===== src/hdl/scu_settings.svh =====
//--------------------------------------------------------------------------
// widths, counts and byte offsets of the system control register block
//--------------------------------------------------------------------------
`ifndef SCU_SETTINGS_SVH
`define SCU_SETTINGS_SVH

`default_nettype none

`define SCU_ADDR_W      24
`define SCU_DATA_W      32
`define SCU_MOD_NUM     11    // resettable modules
`define SCU_UTS_W       64
`define SCU_INT_NUM     3     // bit 0 reserved, 1 and 2 are sw_int0/1
`define SCU_RST_STAGES  2     // reset release pipeline depth

// register map, byte offsets
`define SCU_OFS_SW_INT        'h00
`define SCU_OFS_INT_STS       'h04
`define SCU_OFS_INT_EN        'h08
`define SCU_OFS_PCIE_INT      'h0C
`define SCU_OFS_PCIE_ACK      'h10
`define SCU_OFS_PREWARN       'h14
`define SCU_OFS_SW_RST_REQ    'h18
`define SCU_OFS_MOD_RST_REQ   'h1C
`define SCU_OFS_MOD_RST_MASK  'h20
`define SCU_OFS_RST_STS       'h24
`define SCU_OFS_UTS_L         'h28
`define SCU_OFS_UTS_H         'h2C
`define SCU_OFS_UTS_CLR       'h30
`define SCU_OFS_PIN_STS       'h34

`default_nettype wire

`endif


===== src/hdl/scu_pkg.sv =====
//--------------------------------------------------------------------------
// bus, register and status types shared by the scu blocks and testbench
//--------------------------------------------------------------------------
`include "scu_settings.svh"
`default_nettype none

package scu_pkg;

  typedef enum logic [1:0] {
    SCU_RESP_OKAY  = 2'b00,
    SCU_RESP_ERROR = 2'b01
  } scu_resp_e;

  // ahb-lite master request
  typedef struct packed {
    logic                   sel;
    logic                   ready;
    logic [1:0]             trans;
    logic                   write;
    logic [`SCU_ADDR_W-1:0] addr;
    logic [`SCU_DATA_W-1:0] wdata;
  } scu_ahb_req_t;

  typedef struct packed {
    logic                   readyout;
    scu_resp_e              resp;
    logic [`SCU_DATA_W-1:0] rdata;
  } scu_ahb_rsp_t;

  // one data phase access
  typedef struct packed {
    logic                   wr;
    logic                   rd;
    logic [`SCU_ADDR_W-1:0] addr;
    logic [`SCU_DATA_W-1:0] wdata;
  } scu_reg_req_t;

  // listed msb first, riscv_debug lands in bit 0
  typedef struct packed {
    logic ddr;
    logic mac;
    logic dma;
    logic jtag2ahb;
    logic timer1;
    logic timer0;
    logic uart;
    logic uncore_nic;
    logic core_nic;
    logic riscv;
    logic riscv_debug;
  } scu_mod_rst_t;

  // reset control word, raw on the bus or split per module
  typedef union packed {
    logic [`SCU_DATA_W-1:0] raw;
    struct packed {
      logic [`SCU_DATA_W-`SCU_MOD_NUM-1:0] pad;
      scu_mod_rst_t                        mods;
    } f;
  } scu_mod_word_u;

  typedef struct packed {
    logic [1:0]              sw_int;
    logic [`SCU_INT_NUM-1:0] int_en;
    logic [`SCU_INT_NUM-1:0] int_w1c;   // one cycle, on INT_STS write
    logic                    pcie_int;
    logic                    ack_clr;
  } scu_irq_ctl_t;

  typedef struct packed {
    logic [`SCU_INT_NUM-1:0] int_sts;
    logic [2:0]              ack;
    logic                    ack_pulse;  // rising edge of ack line 0
  } scu_irq_sts_t;

  typedef struct packed {
    logic ddr_init_done;
    logic pcie_lnk_up;
    logic msi_en;
    logic msix_en;
    logic boot_strap;
  } scu_pin_sts_t;

  typedef enum logic [3:0] {
    REG_SW_INT, REG_INT_STS, REG_INT_EN, REG_PCIE_INT, REG_PCIE_ACK,
    REG_PREWARN, REG_SW_RST_REQ, REG_MOD_RST_REQ, REG_MOD_RST_MASK,
    REG_RST_STS, REG_UTS_L, REG_UTS_H, REG_UTS_CLR, REG_PIN_STS, REG_NONE
  } scu_reg_idx_e;

endpackage

`default_nettype wire


===== src/hdl/scu_ahb_slave.sv =====
//--------------------------------------------------------------------------
// ahb-lite word slave, turns each data phase into one register access
//--------------------------------------------------------------------------
`timescale 1ns/1ps
`include "scu_settings.svh"
`default_nettype none

module scu_ahb_slave import scu_pkg::*; (
  input  logic                   pcie_clk_i,
  input  logic                   scu_register_rst_n_s,
  input  scu_ahb_req_t           ahb_req_i,
  input  logic [`SCU_DATA_W-1:0] reg_rdata_i,
  input  logic                   addr_err_i,
  output scu_ahb_rsp_t           ahb_rsp_o,
  output scu_reg_req_t           reg_req_o
);

  logic                   dp_valid_q;   // data phase pending
  logic                   dp_write_q;
  logic [`SCU_ADDR_W-1:0] dp_addr_q;
  logic                   err_last_q;   // second error cycle
  logic                   err_first;

  assign err_first = dp_valid_q & addr_err_i;

  // address phase capture
  always_ff @(posedge pcie_clk_i or negedge scu_register_rst_n_s) begin
    if (!scu_register_rst_n_s) begin
      dp_valid_q <= 1'b0;
      dp_write_q <= 1'b0;
      dp_addr_q  <= '0;
      err_last_q <= 1'b0;
    end else begin
      err_last_q <= err_first;
      if (err_first) begin
        dp_valid_q <= 1'b0;   // faulty access ends here
      end else if (ahb_req_i.ready) begin
        dp_valid_q <= ahb_req_i.sel & ahb_req_i.trans[1];   // nonseq or seq
        dp_write_q <= ahb_req_i.write;
        dp_addr_q  <= ahb_req_i.addr;
      end
    end
  end

  always_comb begin
    reg_req_o.wr    = dp_valid_q & dp_write_q;
    reg_req_o.rd    = dp_valid_q & ~dp_write_q;
    reg_req_o.addr  = dp_addr_q;
    reg_req_o.wdata = ahb_req_i.wdata;   // hwdata arrives with the data phase
  end

  // error takes one wait cycle then completes
  always_comb begin
    ahb_rsp_o.readyout = ~err_first;
    ahb_rsp_o.resp     = (err_first | err_last_q) ? SCU_RESP_ERROR : SCU_RESP_OKAY;
    ahb_rsp_o.rdata    = reg_rdata_i;
  end

  a_err_two_cycle: assert property (
    @(posedge pcie_clk_i) disable iff (!scu_register_rst_n_s)
    $rose(ahb_rsp_o.resp == SCU_RESP_ERROR) |->
      !ahb_rsp_o.readyout ##1 (ahb_rsp_o.readyout && ahb_rsp_o.resp == SCU_RESP_ERROR)
  );

endmodule

`default_nettype wire


===== src/hdl/scu_regfile.sv =====
//--------------------------------------------------------------------------
// register decode, software registers and read mux of the scu
//--------------------------------------------------------------------------
`timescale 1ns/1ps
`include "scu_settings.svh"
`default_nettype none

module scu_regfile import scu_pkg::*; (
  input  logic                   pcie_clk_i,
  input  logic                   scu_register_rst_n_s,
  input  scu_reg_req_t           reg_req_i,
  input  scu_irq_sts_t           irq_sts_i,
  input  scu_mod_rst_t           mod_rst_i,
  input  logic [`SCU_DATA_W-1:0] uts_lo_i,
  input  logic [`SCU_DATA_W-1:0] uts_hi_snap_i,
  input  scu_pin_sts_t           pin_sts_i,
  output logic [`SCU_DATA_W-1:0] reg_rdata_o,
  output logic                   addr_err_o,
  output scu_irq_ctl_t           irq_ctl_o,
  output scu_mod_rst_t           mod_req_o,
  output scu_mod_rst_t           mod_mask_o,
  output logic                   sw_rst_req_o,
  output logic                   prewarn_o,
  output logic                   uts_clr_o,
  output logic                   uts_rd_lo_o
);

  scu_reg_idx_e            idx;
  logic [1:0]              sw_int_q;
  logic [`SCU_INT_NUM-1:0] int_en_q;
  logic                    pcie_int_q;
  logic                    ack_clr_q;
  logic                    prewarn_q;
  logic                    sw_rst_req_q;
  scu_mod_word_u           mod_req_q;
  scu_mod_word_u           mod_mask_q;
  scu_mod_word_u           rst_sts_w;

  // keeps only the module bits of a bus word
  function automatic scu_mod_word_u mod_word(input logic [`SCU_DATA_W-1:0] w);
    scu_mod_word_u u;
    u.raw   = w;
    u.f.pad = '0;
    return u;
  endfunction

  always_comb begin
    case (reg_req_i.addr)
      `SCU_OFS_SW_INT:       idx = REG_SW_INT;
      `SCU_OFS_INT_STS:      idx = REG_INT_STS;
      `SCU_OFS_INT_EN:       idx = REG_INT_EN;
      `SCU_OFS_PCIE_INT:     idx = REG_PCIE_INT;
      `SCU_OFS_PCIE_ACK:     idx = REG_PCIE_ACK;
      `SCU_OFS_PREWARN:      idx = REG_PREWARN;
      `SCU_OFS_SW_RST_REQ:   idx = REG_SW_RST_REQ;
      `SCU_OFS_MOD_RST_REQ:  idx = REG_MOD_RST_REQ;
      `SCU_OFS_MOD_RST_MASK: idx = REG_MOD_RST_MASK;
      `SCU_OFS_RST_STS:      idx = REG_RST_STS;
      `SCU_OFS_UTS_L:        idx = REG_UTS_L;
      `SCU_OFS_UTS_H:        idx = REG_UTS_H;
      `SCU_OFS_UTS_CLR:      idx = REG_UTS_CLR;
      `SCU_OFS_PIN_STS:      idx = REG_PIN_STS;
      default:               idx = REG_NONE;
    endcase
  end

  assign addr_err_o = (reg_req_i.wr | reg_req_i.rd) & (idx == REG_NONE);

  //------------------------------------------------------------------------
  // software registers
  //------------------------------------------------------------------------
  always_ff @(posedge pcie_clk_i or negedge scu_register_rst_n_s) begin
    if (!scu_register_rst_n_s) begin
      sw_int_q     <= '0;
      int_en_q     <= '0;
      pcie_int_q   <= 1'b0;
      ack_clr_q    <= 1'b0;
      prewarn_q    <= 1'b0;
      sw_rst_req_q <= 1'b0;
      mod_req_q    <= '0;
      mod_mask_q   <= '0;
    end else begin
      if (reg_req_i.wr) begin
        case (idx)
          REG_SW_INT:       sw_int_q     <= reg_req_i.wdata[1:0];
          REG_INT_EN:       int_en_q     <= reg_req_i.wdata[`SCU_INT_NUM-1:0];
          REG_PREWARN:      prewarn_q    <= reg_req_i.wdata[0];
          REG_SW_RST_REQ:   sw_rst_req_q <= reg_req_i.wdata[0];
          REG_MOD_RST_REQ:  mod_req_q    <= mod_word(reg_req_i.wdata);
          REG_MOD_RST_MASK: mod_mask_q   <= mod_word(reg_req_i.wdata);
          default: ;
        endcase
      end
      // ack edge beats a software write
      if (irq_sts_i.ack_pulse) begin
        pcie_int_q <= 1'b0;
      end else if (reg_req_i.wr && idx == REG_PCIE_INT) begin
        pcie_int_q <= reg_req_i.wdata[0];
      end
      // lands while pcie_int is already set
      ack_clr_q <= reg_req_i.wr & (idx == REG_PCIE_INT) & reg_req_i.wdata[0];
    end
  end

  always_comb begin
    irq_ctl_o.sw_int   = sw_int_q;
    irq_ctl_o.int_en   = int_en_q;
    irq_ctl_o.int_w1c  = (reg_req_i.wr && idx == REG_INT_STS) ?
                         reg_req_i.wdata[`SCU_INT_NUM-1:0] : '0;
    irq_ctl_o.pcie_int = pcie_int_q;
    irq_ctl_o.ack_clr  = ack_clr_q;
  end

  assign mod_req_o    = mod_req_q.f.mods;
  assign mod_mask_o   = mod_mask_q.f.mods;
  assign sw_rst_req_o = sw_rst_req_q;
  assign prewarn_o    = prewarn_q;
  assign uts_clr_o    = reg_req_i.wr & (idx == REG_UTS_CLR) & reg_req_i.wdata[0];
  assign uts_rd_lo_o  = reg_req_i.rd & (idx == REG_UTS_L);
  assign rst_sts_w    = mod_word(`SCU_DATA_W'(mod_rst_i));

  //------------------------------------------------------------------------
  // read mux, unused bits read 0
  //------------------------------------------------------------------------
  always_comb begin
    reg_rdata_o = '0;
    case (idx)
      REG_SW_INT:       reg_rdata_o[1:0] = sw_int_q;
      REG_INT_STS:      reg_rdata_o[`SCU_INT_NUM-1:0] = irq_sts_i.int_sts;
      REG_INT_EN:       reg_rdata_o[`SCU_INT_NUM-1:0] = int_en_q;
      REG_PCIE_INT:     reg_rdata_o[0] = pcie_int_q;
      REG_PCIE_ACK:     reg_rdata_o[2:0] = irq_sts_i.ack;
      REG_PREWARN:      reg_rdata_o[0] = prewarn_q;
      REG_SW_RST_REQ:   reg_rdata_o[0] = sw_rst_req_q;
      REG_MOD_RST_REQ:  reg_rdata_o = mod_req_q.raw;
      REG_MOD_RST_MASK: reg_rdata_o = mod_mask_q.raw;
      REG_RST_STS:      reg_rdata_o = rst_sts_w.raw;
      REG_UTS_L:        reg_rdata_o = uts_lo_i;
      REG_UTS_H:        reg_rdata_o = uts_hi_snap_i;
      REG_PIN_STS:      reg_rdata_o[$bits(scu_pin_sts_t)-1:0] = pin_sts_i;
      default: ;
    endcase
  end

  // a word offset inside the register map never reports an error
  a_err_no_hit: assert property (
    @(posedge pcie_clk_i) disable iff (!scu_register_rst_n_s)
    addr_err_o |-> !(reg_req_i.addr[1:0] == 2'b00 &&
                     reg_req_i.addr <= `SCU_OFS_PIN_STS)
  );

endmodule

`default_nettype wire


===== src/hdl/scu_irq_ctrl.sv =====
//--------------------------------------------------------------------------
// software interrupt status, pcie acknowledge tracking and scu interrupt
//--------------------------------------------------------------------------
`timescale 1ns/1ps
`include "scu_settings.svh"
`default_nettype none

module scu_irq_ctrl import scu_pkg::*; (
  input  logic         pcie_clk_i,
  input  logic         scu_register_rst_n_s,
  input  scu_irq_ctl_t irq_ctl_i,
  input  logic [2:0]   pcie_int_ack_i,
  output scu_irq_sts_t irq_sts_o,
  output logic         scu_int_o
);

  logic [1:0]              sw_int_d;
  logic                    ack0_d;
  logic [1:0]              sw_rise;
  logic                    ack_rise;
  logic [`SCU_INT_NUM-1:0] int_set;
  logic [`SCU_INT_NUM-1:0] int_sts_q;
  logic                    ack_lvl_q;
  logic [2:1]              ack_sticky_q;   // reset and wdt prewarning acks

  assign sw_rise  = irq_ctl_i.sw_int & ~sw_int_d;
  assign ack_rise = pcie_int_ack_i[0] & ~ack0_d;
  assign int_set  = {sw_rise, 1'b0};   // bit 0 was the watchdog

  always_ff @(posedge pcie_clk_i or negedge scu_register_rst_n_s) begin
    if (!scu_register_rst_n_s) begin
      sw_int_d     <= '0;
      ack0_d       <= 1'b0;
      int_sts_q    <= '0;
      ack_lvl_q    <= 1'b0;
      ack_sticky_q <= '0;
    end else begin
      sw_int_d  <= irq_ctl_i.sw_int;
      ack0_d    <= pcie_int_ack_i[0];
      int_sts_q <= (int_sts_q & ~irq_ctl_i.int_w1c) | int_set;   // set wins
      if (irq_ctl_i.pcie_int && irq_ctl_i.ack_clr) begin
        ack_lvl_q <= 1'b0;
      end else if (ack_rise) begin
        ack_lvl_q <= 1'b1;
      end
      ack_sticky_q <= ack_sticky_q | pcie_int_ack_i[2:1];
    end
  end

  always_comb begin
    irq_sts_o.int_sts   = int_sts_q;
    irq_sts_o.ack       = {ack_sticky_q, ack_lvl_q};
    irq_sts_o.ack_pulse = ack_rise;
  end

  assign scu_int_o = |(int_sts_q & irq_ctl_i.int_en);   // level, high active

endmodule

`default_nettype wire


===== src/hdl/scu_rst_ctrl.sv =====
//--------------------------------------------------------------------------
// per-module reset generation, active high, released through a pipeline
//--------------------------------------------------------------------------
`timescale 1ns/1ps
`include "scu_settings.svh"
`default_nettype none

module scu_rst_ctrl import scu_pkg::*; (
  input  logic         pcie_clk_i,
  input  logic         scu_register_rst_n_s,
  input  scu_mod_rst_t mod_req_i,
  input  scu_mod_rst_t mod_mask_i,
  input  logic         sw_rst_req_i,
  output scu_mod_rst_t mod_rst_o
);

  localparam int STAGES = `SCU_RST_STAGES;

  scu_mod_rst_t              rst_next;
  scu_mod_rst_t [STAGES-1:0] rst_pipe_q;

  // software reset request ignores the mask
  assign rst_next = sw_rst_req_i ? {`SCU_MOD_NUM{1'b1}} : (mod_req_i & ~mod_mask_i);

  always_ff @(posedge pcie_clk_i or negedge scu_register_rst_n_s) begin
    if (!scu_register_rst_n_s) begin
      rst_pipe_q <= '1;   // all modules held
    end else begin
      rst_pipe_q[0] <= rst_next;
      for (int i = 1; i < STAGES; i++) begin
        rst_pipe_q[i] <= rst_pipe_q[i-1];
      end
    end
  end

  assign mod_rst_o = rst_pipe_q[STAGES-1];

  a_sw_rst_all: assert property (
    @(posedge pcie_clk_i) disable iff (!scu_register_rst_n_s)
    sw_rst_req_i [*STAGES] |=> (&mod_rst_o)
  );

endmodule

`default_nettype wire


===== src/hdl/scu_uts_counter.sv =====
//--------------------------------------------------------------------------
// free running timestamp counter, high word frozen by a low word read
//--------------------------------------------------------------------------
`timescale 1ns/1ps
`include "scu_settings.svh"
`default_nettype none

module scu_uts_counter (
  input  logic                   pcie_clk_i,
  input  logic                   scu_register_rst_n_s,
  input  logic                   clr_i,
  input  logic                   rd_lo_i,
  output logic [`SCU_DATA_W-1:0] uts_lo_o,
  output logic [`SCU_DATA_W-1:0] uts_hi_snap_o
);

  logic [`SCU_UTS_W-1:0]  cnt_q;
  logic [`SCU_DATA_W-1:0] hi_snap_q;

  always_ff @(posedge pcie_clk_i or negedge scu_register_rst_n_s) begin
    if (!scu_register_rst_n_s) begin
      cnt_q <= '0;
    end else if (clr_i) begin
      cnt_q <= '0;
    end else begin
      cnt_q <= cnt_q + 1'b1;
    end
  end

  // coherent with the low word returned in the same data phase
  always_ff @(posedge pcie_clk_i) begin
    if (rd_lo_i) begin
      hi_snap_q <= cnt_q[`SCU_UTS_W-1:`SCU_DATA_W];
    end
  end

  assign uts_lo_o      = cnt_q[`SCU_DATA_W-1:0];
  assign uts_hi_snap_o = hi_snap_q;

  a_clr_zero: assert property (
    @(posedge pcie_clk_i) disable iff (!scu_register_rst_n_s)
    clr_i |=> (cnt_q == '0)
  );

endmodule

`default_nettype wire


===== src/hdl/scu_top.sv =====
//--------------------------------------------------------------------------
// system control unit top, ahb-lite registers, interrupts and resets
//--------------------------------------------------------------------------
`timescale 1ns/1ps
`include "scu_settings.svh"
`default_nettype none

module scu_top import scu_pkg::*; (
  input  logic         pcie_clk_i,
  input  logic         scu_register_rst_n_s,
  input  scu_ahb_req_t ahb_req_i,
  input  logic [2:0]   pcie_int_ack_i,     // line 0 pcie int, 1 rst, 2 wdt
  input  scu_pin_sts_t pin_sts_i,
  output scu_ahb_rsp_t ahb_rsp_o,
  output logic         scu_int_o,
  output logic         sw_int0_o,
  output logic         sw_int1_o,
  output logic         sw_rst_req_prewarning_int_o,
  output logic         pcie_int_o,
  output scu_mod_rst_t mod_rst_o
);

  scu_reg_req_t           reg_req;
  logic [`SCU_DATA_W-1:0] reg_rdata;
  logic                   addr_err;
  scu_irq_ctl_t           irq_ctl;
  scu_irq_sts_t           irq_sts;
  scu_mod_rst_t           mod_req;
  scu_mod_rst_t           mod_mask;
  logic                   sw_rst_req;
  logic                   uts_clr;
  logic                   uts_rd_lo;
  logic [`SCU_DATA_W-1:0] uts_lo;
  logic [`SCU_DATA_W-1:0] uts_hi_snap;

  assign sw_int0_o  = irq_ctl.sw_int[0];
  assign sw_int1_o  = irq_ctl.sw_int[1];
  assign pcie_int_o = irq_ctl.pcie_int;

  scu_ahb_slave u_ahb_slave (
    .pcie_clk_i           (pcie_clk_i          ),
    .scu_register_rst_n_s (scu_register_rst_n_s),
    .ahb_req_i            (ahb_req_i           ),
    .reg_rdata_i          (reg_rdata           ),
    .addr_err_i           (addr_err            ),
    .ahb_rsp_o            (ahb_rsp_o           ),
    .reg_req_o            (reg_req             )
  );

  scu_regfile u_regfile (
    .pcie_clk_i           (pcie_clk_i                 ),
    .scu_register_rst_n_s (scu_register_rst_n_s       ),
    .reg_req_i            (reg_req                    ),
    .irq_sts_i            (irq_sts                    ),
    .mod_rst_i            (mod_rst_o                  ),   // status read back
    .uts_lo_i             (uts_lo                     ),
    .uts_hi_snap_i        (uts_hi_snap                ),
    .pin_sts_i            (pin_sts_i                  ),
    .reg_rdata_o          (reg_rdata                  ),
    .addr_err_o           (addr_err                   ),
    .irq_ctl_o            (irq_ctl                    ),
    .mod_req_o            (mod_req                    ),
    .mod_mask_o           (mod_mask                   ),
    .sw_rst_req_o         (sw_rst_req                 ),
    .prewarn_o            (sw_rst_req_prewarning_int_o),
    .uts_clr_o            (uts_clr                    ),
    .uts_rd_lo_o          (uts_rd_lo                  )
  );

  scu_irq_ctrl u_irq_ctrl (
    .pcie_clk_i           (pcie_clk_i          ),
    .scu_register_rst_n_s (scu_register_rst_n_s),
    .irq_ctl_i            (irq_ctl             ),
    .pcie_int_ack_i       (pcie_int_ack_i      ),
    .irq_sts_o            (irq_sts             ),
    .scu_int_o            (scu_int_o           )
  );

  scu_rst_ctrl u_rst_ctrl (
    .pcie_clk_i           (pcie_clk_i          ),
    .scu_register_rst_n_s (scu_register_rst_n_s),
    .mod_req_i            (mod_req             ),
    .mod_mask_i           (mod_mask            ),
    .sw_rst_req_i         (sw_rst_req          ),
    .mod_rst_o            (mod_rst_o           )
  );

  scu_uts_counter u_uts_counter (
    .pcie_clk_i           (pcie_clk_i          ),
    .scu_register_rst_n_s (scu_register_rst_n_s),
    .clr_i                (uts_clr             ),
    .rd_lo_i              (uts_rd_lo           ),
    .uts_lo_o             (uts_lo              ),
    .uts_hi_snap_o        (uts_hi_snap         )
  );

endmodule

`default_nettype wire


===== config.mk =====
export PLATFORM = sky130hd
export DESIGN_NAME = scu_top
export DESIGN_NICKNAME = d
export VERILOG_FILES = /design/src/hdl/scu_pkg.sv /design/src/hdl/scu_ahb_slave.sv /design/src/hdl/scu_regfile.sv /design/src/hdl/scu_irq_ctrl.sv /design/src/hdl/scu_rst_ctrl.sv /design/src/hdl/scu_uts_counter.sv /design/src/hdl/scu_top.sv
export VERILOG_INCLUDE_DIRS = /design/src /design/src/hdl
export SDC_FILE = /design/constraint.sdc
export NUM_CORES = 1
export LEC_CHECK = 0
export BUFFER_PORTS_ARGS = -buffer_cell sky130_fd_sc_hd__buf_2
export CORE_MARGIN = 5
export CORE_UTILIZATION = 42
export CTS_CLUSTER_DIAMETER = 150
export DETAILED_ROUTE_END_ITERATION = 10
export PLACE_DENSITY_LB_ADDON = 0.1
export RECOVER_POWER = 50
export SYNTH_ARGS = -nofsm -noshare
export SYNTH_HDL_FRONTEND = slang
export SYNTH_SLANG_ARGS = --single-unit

===== constraint.sdc =====
create_clock -name pcie_clk_i -period 13.6 [get_ports pcie_clk_i]
set_clock_uncertainty 0.15 [all_clocks]
set_input_delay 0.68 -clock pcie_clk_i [delete_from_list [all_inputs] [get_ports pcie_clk_i]]
set_output_delay 0.68 -clock pcie_clk_i [all_outputs]
set_load 0.02 [all_outputs]

==> out/results.tsv, run 1 <==
metric	value	unit
WHS Endpoint	u_rst_ctrl.mod_rst_o[2]$_DFF_PN1_	
met3 Resource Use GR	0.03958	
Post-CTS Hold Buffers	0	
ant diodes	0	
Worst Setup Start Kind	input port	
Distinct cells, synth	58	
Sequential Power Share	0.526	
syn nets	810	
First-pass DRT Iterations	5	
Max Clk Rate	217.1	MHz
mapped cell area	0.008586	sq mm
Yosys reg bits	185	
Peak VDD IR	0.07797	mV
Max Fanout on Critical Path	81	
Power Density	118.1	mW/mm^2
Die Height	153.0	um
ys flop type	dfrtp_1	
Pins Over Slew Limit	82	
Final Hold Vio Count	0	
CTS clk-pin slew, worst paths	0.06	ns
FF-to-FF setup slack	10.32	ns
sw frac	0.2327	
layout cells sized above 1	0.2539	
Hold Crit Class	reg2reg	
post_cts resized	0	
Num CTS Buffers	17	
hold path depth	0	
vias in the first global route	6445	
worst slew pin tran	4.290	ns
Syn. warnings	0	
commonest non-fill, non-tap cells in the layout	131 x dfrtp_1, 81 x buf_2, 54 x mux2_2	
FF-to-FF End	u_ahb_slave.dp_addr_q[23]$_DFFE_PN0P_	
# DRC	0	
initial antenna violation count	0	
global-route usage over all layers	0.1833	
Nets	882	
sw power	268.2	uW
Async SR Flop Fraction	0.8270	
met2 GRT Util	0.3003	
Die ar.	0.02340	sq mm
first-pass GRT wire length	34.67	mm
hold_ws	0.2059	ns
Seq/Total Area, Yosys	0.5611	
status	finished, violations left	
HP Start	u_rst_ctrl.rst_pipe_q[2]$_DFF_PN1_	
PortBufs	98	
Clock Sinks	185	
CP Data Required Time	13.87	ns
via count	6154	
CP endpoint kind	async pin	
max_cap viols	1	
Final min period	4.605	ns
leakage power	4.046	nW
clock power share	0.405	
Initial Util	0.4257	
GPL Wtd Cong	0.7894	
row count	52	
P&R area growth vs syn	13.64	%
GR peak layer	met2	
Cells after Synth	738	
crit-path max cell delay	2.97	ns
met1 usage	0.2438	
antenna viol nets, final	0	
Post-DP HPWL	14.56	mm
Worst Path Buf+Inv	2	
CP max stage cell	clkbuf_1	
Syn Area/Cell	11.63	sq um
Die Span X	153.0	um
Util after Layout	0.4837	
CP startpoint	scu_register_rst_n_s	
RR Startpoint	u_ahb_slave.dp_addr_q[8]$_DFFE_PN0P_	
Slew Limit Headroom	-1.860	
failing checks	capacitance limit, slew limit	
crit share post-route	0.3386	
post-DR wirelength/cell	19.30	um
RSZ-0062 raised after global routing	no	
CORE AREA	0.02017	sq mm
Clock Latency Late Sink	0.43	ns
Routed WL	21.09	mm
FILL cells	1853	
Comb power frac	0.069	
CP cell instances	clkbuf_1, buf_4	
largest net degree at the start of global routing	82	
commonest non-fill, non-tap cell in the layout	dfrtp_1	
CTS Buffer Depth	2	
io pins	122	
setup TNS	0	ns
CTS tree	built	
GRT overflow	0	
final setup vio count	0	
CTS root buf	clkbuf_16	
post-CTS setup buffers	0	
cell-internal power	884.5	uW
1st-iter DRT viols	316	
crit-path leading delay family	buffers and inverters	
CP Data Arrival Time	4.87	ns
vias per cell	5.630	
Crit Path Category	in2async	
Post-synth EDFFs	32	
htree depth	4	
cells on worst reg2reg path	5	
-- cells in the mapped netlist, types with 2 or more instances --
cell type / number / area, sq um
o22a_1: 3 / 26.28
and2_1: 8 / 50.05
nand3b_1: 2 / 15.01
a21boi_0: 3 / 22.52
nand4_1: 21 / 131.4
or3_1: 7 / 43.79
a31oi_1: 2 / 12.51
a221oi_1: 3 / 26.28
nor3_1: 10 / 50.05
nand3_1: 37 / 185.2
or2_2: 3 / 18.77
o21ai_0: 10 / 50.05
a21o_1: 11 / 82.58
and3_1: 13 / 81.33
nor4_1: 11 / 68.82
a22o_1: 33 / 289.0
or4_1: 16 / 120.1
buf_4: 12 / 90.09
a21oi_1: 31 / 155.2
mux4_2: 7 / 157.7
or4b_1: 3 / 30.03
a222oi_1: 2 / 20.02
nand2_1: 27 / 101.4
buf_1: 3 / 11.26
edfxtp_1: 32 / 960.9
mux2i_1: 6 / 60.06
dfstp_2: 22 / 578.1
inv_1: 26 / 97.59
nand2b_1: 4 / 25.02
dfrtp_1: 131 / 3278
xor2_1: 25 / 219.0
nor2b_1: 6 / 37.54
nor3b_1: 3 / 22.52
mux2_2: 54 / 608.1
and4_1: 10 / 87.58
o41ai_1: 3 / 26.28
clkbuf_1: 36 / 135.1
nor2_1: 53 / 198.9
o31ai_1: 19 / 142.6
xnor2_1: 10 / 87.58
buf_2: 2 / 10.01
o2bb2ai_1: 2 / 17.52
-- logic make-up (layout without fill, tap and decap cells) --
logic type      count (synthesis)  in the layout  share of synthesized area
xor+xnor                       35             35                    0.03570
flops                         185            185                     0.5611
fa+ha+maj                       1              1                   0.001457
other cells                     1              1                  0.0004368
mux                            67             67                    0.09618
buf+inv                        80            165                    0.04139
simple gates                  240            240                     0.1556
compound gates                129            129                     0.1081
-- sequential cells by signal, indices dropped and copies added, names as in the netlist, 2 cells and up --
register                     count
u_uts_counter.cnt_q             64
u_uts_counter.uts_hi_snap_o     32
u_ahb_slave.dp_addr_q           24
u_regfile.mod_mask_q            11
u_regfile.mod_req_q             11
u_rst_ctrl.mod_rst_o            11
u_rst_ctrl.rst_pipe_q           11
u_irq_ctrl.int_sts_q             3
u_regfile.int_en_q               3
u_irq_ctrl.ack_sticky_q          2
u_irq_ctrl.sw_int_d              2
u_regfile.sw_int_q               2
-- worst max path at each step --
stage                                                to  slack, ns  cells after the start
2_1_floorplan  u_uts_counter.uts_hi_snap_o[0]$_DFFE_PP_       8.67                      6
3_3_place_gp      u_ahb_slave.dp_addr_q[11]$_DFFE_PN0P_      10.36                      5
3_5_place_dp                              ahb_rsp_o[29]      10.31                      8
4_1_cts                                   ahb_rsp_o[31]       9.84                      8
5_1_grt               u_uts_counter.cnt_q[37]$_DFF_PN0_       8.00                      2
6_report              u_uts_counter.cnt_q[12]$_DFF_PN0_       8.99                      2
-- per-stage QoR --
| step | worst slack [ns] | total power, mW | std cells | cell area (sq um) |
|---|---|---|---|---|
| global route | 7.997 | 1.204 | 1093 | 9757 |
| detailed placement | 10.31 | 0.6982 | 1061 | 9240 |
| floorplan | 8.672 | 0.6638 | 738 | 8586 |
| finish | 8.995 | 1.153 | 1093 | 9757 |
| global placement | 10.36 | 0.6957 | 1061 | 9240 |
| CTS | 9.842 | 1.169 | 1093 | 9784 |
-- area by class of cell --
cell class / count / area [sq um] / share of cell area
clock buffers: 26 / 479.2 / 0.04912
clock inverters: 6 / 65.06 / 0.006668
inverters: 26 / 97.59 / 0.01000
multi-input cells: 473 / 3423 / 0.3509
flip-flops and latches: 185 / 4817 / 0.4937
well taps: 270 / 337.8 / 0.03462
repair buffers: 107 / 536.8 / 0.05501
-- power groups by stage --
stage	combinational, mW	clock (mW)	sequential [mW]
6_report	0.0798	0.467	0.606
3_3_place_gp	0.0800	0	0.616
3_5_place_dp	0.0816	0	0.617
5_1_grt	0.0880	0.506	0.610
2_1_floorplan	0.0622	0	0.602
4_1_cts	0.0820	0.481	0.606
-- per-layer routing --
metal / share of wire / vias to the layer above
li1: - / 2861
met1: 0.44 / 3097
met2: 0.49 / 162
met3: 0.048 / 34
met4: 0.022 / 0
met5: 0 / -
Note: power is estimated with default switching activity, not from simulation.
==> run 2: changes to the inputs <==
ABC_AREA = 1   (was not set)
clock period = 4.1 ns   (was 13.6 ns; I/O delays follow)
==> run 2 against run 1 <==
The run still ends with capacitance limit, slew limit left. Critical path depth grew 9. Register-to-register slack worse by 9.1 ns. Synthesized cell count up 56%. Cell count increased by 44%. Highest routed layer unchanged. Setup slack worse by 8.1 ns. Critical path type is now reg2out. Final area up 14%. Area after synthesis rose by 9.8%. Die area rose by 9.1%. Non-clock buffer count up 43. Hold slack lost 0.11 ns. Combinational power grew to 2.7 times the previous value.
==> out/results.tsv, run 2 <==
metric	value	unit	change
Max Fanout on Critical Path	15		-81%
max reg flops	64		unchanged
Syn. warnings	0		unchanged
vias per cell	5.152		-8.5%
Clock Latency Late Sink	0.43	ns	about the same
ys flop type	dfrtp_1		
sw power	887.2	uW	+230%
PortBufs	98		unchanged
worst slew pin tran	2.349	ns	-1.941 ns
CP Data Arrival Time	2.83	ns	-2.04 ns
via count	8083		+31%
Post-synth EDFFs	32		unchanged
status	finished, violations left		
sw frac	0.2285		-0.004114
RR Startpoint	u_ahb_slave.dp_addr_q[3]$_DFFE_PN0P_		
Post-synth top cells	251 x nand2_1, 155 x nor2_1, 141 x nand3_1, 131 x dfrtp_1, 122 x inv_1		
Slew Limit Headroom	-0.5661		+1.294
cells on worst reg2reg path	8		+3
WHS Endpoint	u_ahb_slave.dp_addr_q[22]$_DFFE_PN0P_		
largest net degree at the start of global routing	90		+9.8%
mapped cell area	0.009424	sq mm	+9.8%
initial antenna violation count	0		unchanged
crit-path leading delay family	simple AND/OR/NAND/NOR gates		
Seq/Total Area, Yosys	0.5112		-0.04991
Distinct cells, synth	43		-26%
Die Height	159.8	um	+4.5%
HP Start	ahb_req_i[59]		
clock power share	0.443		+0.038
Pins Over Slew Limit	89		+8.5%
Num CTS Buffers	17		unchanged
met1 usage	0.3190		+0.07523
io pins	122		unchanged
Post-DP HPWL	20.58	mm	+41%
GRT overflow	0		unchanged
Power Density	349.8	mW/mm^2	+200%
failing checks	capacitance limit, slew limit		
Area contributors post-synth	dfrtp_1 35%, edfxtp_1 10%, nand2_1 10%, nand3_1 7.5%, nor2_1 6.2%		
RSZ-0062 raised after global routing	no		
cell-internal power	2.995	mW	+240%
1st-iter DRT viols	675		+110%
CTS tree	built		
Synth top area share	0.3478		-0.03396
Sequential Power Share	0.502		-0.024
crit-path max cell delay	0.54	ns	-2.43 ns
CP max stage cell	nor2_2		
Yosys reg bits	185		unchanged
CP most frequent cell	nand3_1		
Placement Setup Slack	1.177	ns	-9.136 ns
# DRC	0		unchanged
FF-to-FF End	u_uts_counter.uts_hi_snap_o[8]$_DFFE_PP_		
CP endpoint kind	output port		
commonest non-fill, non-tap cells in the layout	251 x nand2_1, 155 x nor2_1, 141 x nand3_1		
most common cell in the netlist	nand2_1		
post_cts resized	0		unchanged
Final Hold Vio Count	0		unchanged
ant diodes	0		unchanged
CP Data Required Time	3.74	ns	-10.13 ns
commonest non-fill, non-tap cell in the layout	nand2_1		
Clock Sinks	185		unchanged
layout cells sized above 1	0.1513		-0.1027
Total Power	3.882	mW	+240%
Initial Util	0.4292		+0.003491
hold path depth	3		+3
Nets	1348		+53%
GPL Wtd Cong	0.9778		+24%
row count	54		+3.8%
CTS root buf	clkbuf_16		
critical path depth in cells	11		+9
post-DR wirelength/cell	18.15	um	-6.0%
leakage power	5.396	nW	+33%
Yosys top cell by area	dfrtp_1		
final setup vio count	0		unchanged
met2 GRT Util	0.3676		+0.06733
Die Span X	159.8	um	+4.5%
Worst Setup Start Kind	flip-flop		
syn nets	1225		+51%
Comb power frac	0.055		-0.014
Cells after Synth	1153		+56%
largest register by flop count	u_uts_counter.cnt_q		
GR peak layer	met2		
met3 Resource Use GR	0.03892		-0.0006640
P&R area growth vs syn	17.76	%	
setup TNS	0	ns	unchanged
Async SR Flop Fraction	0.8270		unchanged
Peak VDD IR	0.2278	mV	+190%
FF-to-FF setup slack	1.19	ns	-9.13 ns
max_cap viols	1		unchanged
CP cell instances	nor2_1, nand3_1, nor2_4, nand3_2, nor2_2, buf_4, nand3_1, o21ai_0, nor2_1, nand3_1, buf_2		
First-pass DRT Iterations	5		unchanged
Crit Path Category	reg2out		
global-route usage over all layers	0.2251		+0.04181
antenna viol nets, final	0		unchanged
Util after Layout	0.5054		+0.02167
CORE AREA	0.02196	sq mm	+8.9%
vias in the first global route	7764		+20%
CTS clk-pin slew, worst paths	0.07	ns	about the same
fin worst setup slack	0.9158	ns	-8.079 ns
first-pass GRT wire length	45.18	mm	+30%
Final min period	3.184	ns	
CTS Buffer Depth	2		unchanged
Worst Path Buf+Inv	2		unchanged
Syn Area/Cell	8.173	sq um	-30%
Hold Crit Class	in2reg		
Die ar.	0.02553	sq mm	+9.1%
crit share post-route	0.7766		
Max Clk Rate	314.1	MHz	
htree depth	4		unchanged
Routed WL	28.47	mm	+35%
run 2: per-layer routing:
| layer | wire (um) | vias to the layer above |
|---|---|---|
| met5 | 0 | - |
| met4 | 308 | 0 |
| met3 | 1197 | 21 |
| met2 | 13520 | 192 |
| met1 | 13450 | 3875 |
| li1 | - | 3995 |
run 2: power groups by stage:
stage | Clock (mW) | Combinational, mW | Sequential (mW)
finish | 1.72 | 0.214 | 1.95
global route | 1.83 | 0.244 | 1.96
CTS | 1.76 | 0.221 | 1.95
detailed placement | 0 | 0.189 | 1.98
global placement | 0 | 0.187 | 1.98
floorplan | 0 | 0.110 | 1.98
run 2: tightest hold or removal path, cell delays in order:
cell and delay, ns:
buf_2 0.24, nand3_1 0.14, nand2_1 0.05
run 2: repair_timing:
item | in CTS | in global routing
setup endpoints to repair | 0 | 0
endpoints found under the hold margin | 140 | 0
buffers inserted | 0 | 0
hold buffers | 42 | 0
run 2: metrics by stage:
stage	hold slack, ns	instances	cell area, sq um
final	0.09313	1569	11100
after global routing	0.08863	1569	11100
after CTS	0.07948	1569	11130
after detailed placement	0.1968	1495	10100
after global placement	0.1947	1495	10100
after floorplan	-0.2406	1153	9429
run 2: how the worst max path moves through the flow:
stage | startpoint | endpoint | slack (ns)
floorplan | u_ahb_slave.dp_addr_q[17]$_DFFE_PN0P_ | u_uts_counter.uts_hi_snap_o[0]$_DFFE_PP_ | 0.93
global route | u_ahb_slave.dp_addr_q[3]$_DFFE_PN0P_ | ahb_rsp_o[4] | 0.66
CTS | u_ahb_slave.dp_addr_q[15]$_DFFE_PN0P_ | ahb_rsp_o[3] | 0.89
finish | u_ahb_slave.dp_addr_q[15]$_DFFE_PN0P_ | ahb_rsp_o[3] | 0.92
global placement | u_ahb_slave.dp_addr_q[3]$_DFFE_PN0P_ | u_uts_counter.uts_hi_snap_o[14]$_DFFE_PP_ | 1.18
detailed placement | u_ahb_slave.dp_addr_q[4]$_DFFE_PN0P_ | u_uts_counter.uts_hi_snap_o[14]$_DFFE_PP_ | 1.18
run 2: cell type report:
class	instances	area, sq um
clock buffers	24	503.0
clock inverters	8	105.1
fillers	2189	10860
inverters	126	474.2
multi-input cells	796	3871
flip-flops and latches	185	4817
well taps	280	350.3
repair buffers	150	977.2
run 2: kinds of logic (layout without fill, tap and decap cells):
kind of cell | Yosys count | in the layout | synth area share
and+or+nand+nor | 654 | 654 | 0.3125
xor gates and xnor gates | 31 | 31 | 0.02881
AOI/OAI and AO/OA | 109 | 109 | 0.06599
other | 1 | 1 | 0.0003979
adders and majority gates | 1 | 1 | 0.001327
DFF | 185 | 185 | 0.5112
buffers and inverters | 172 | 308 | 0.07979
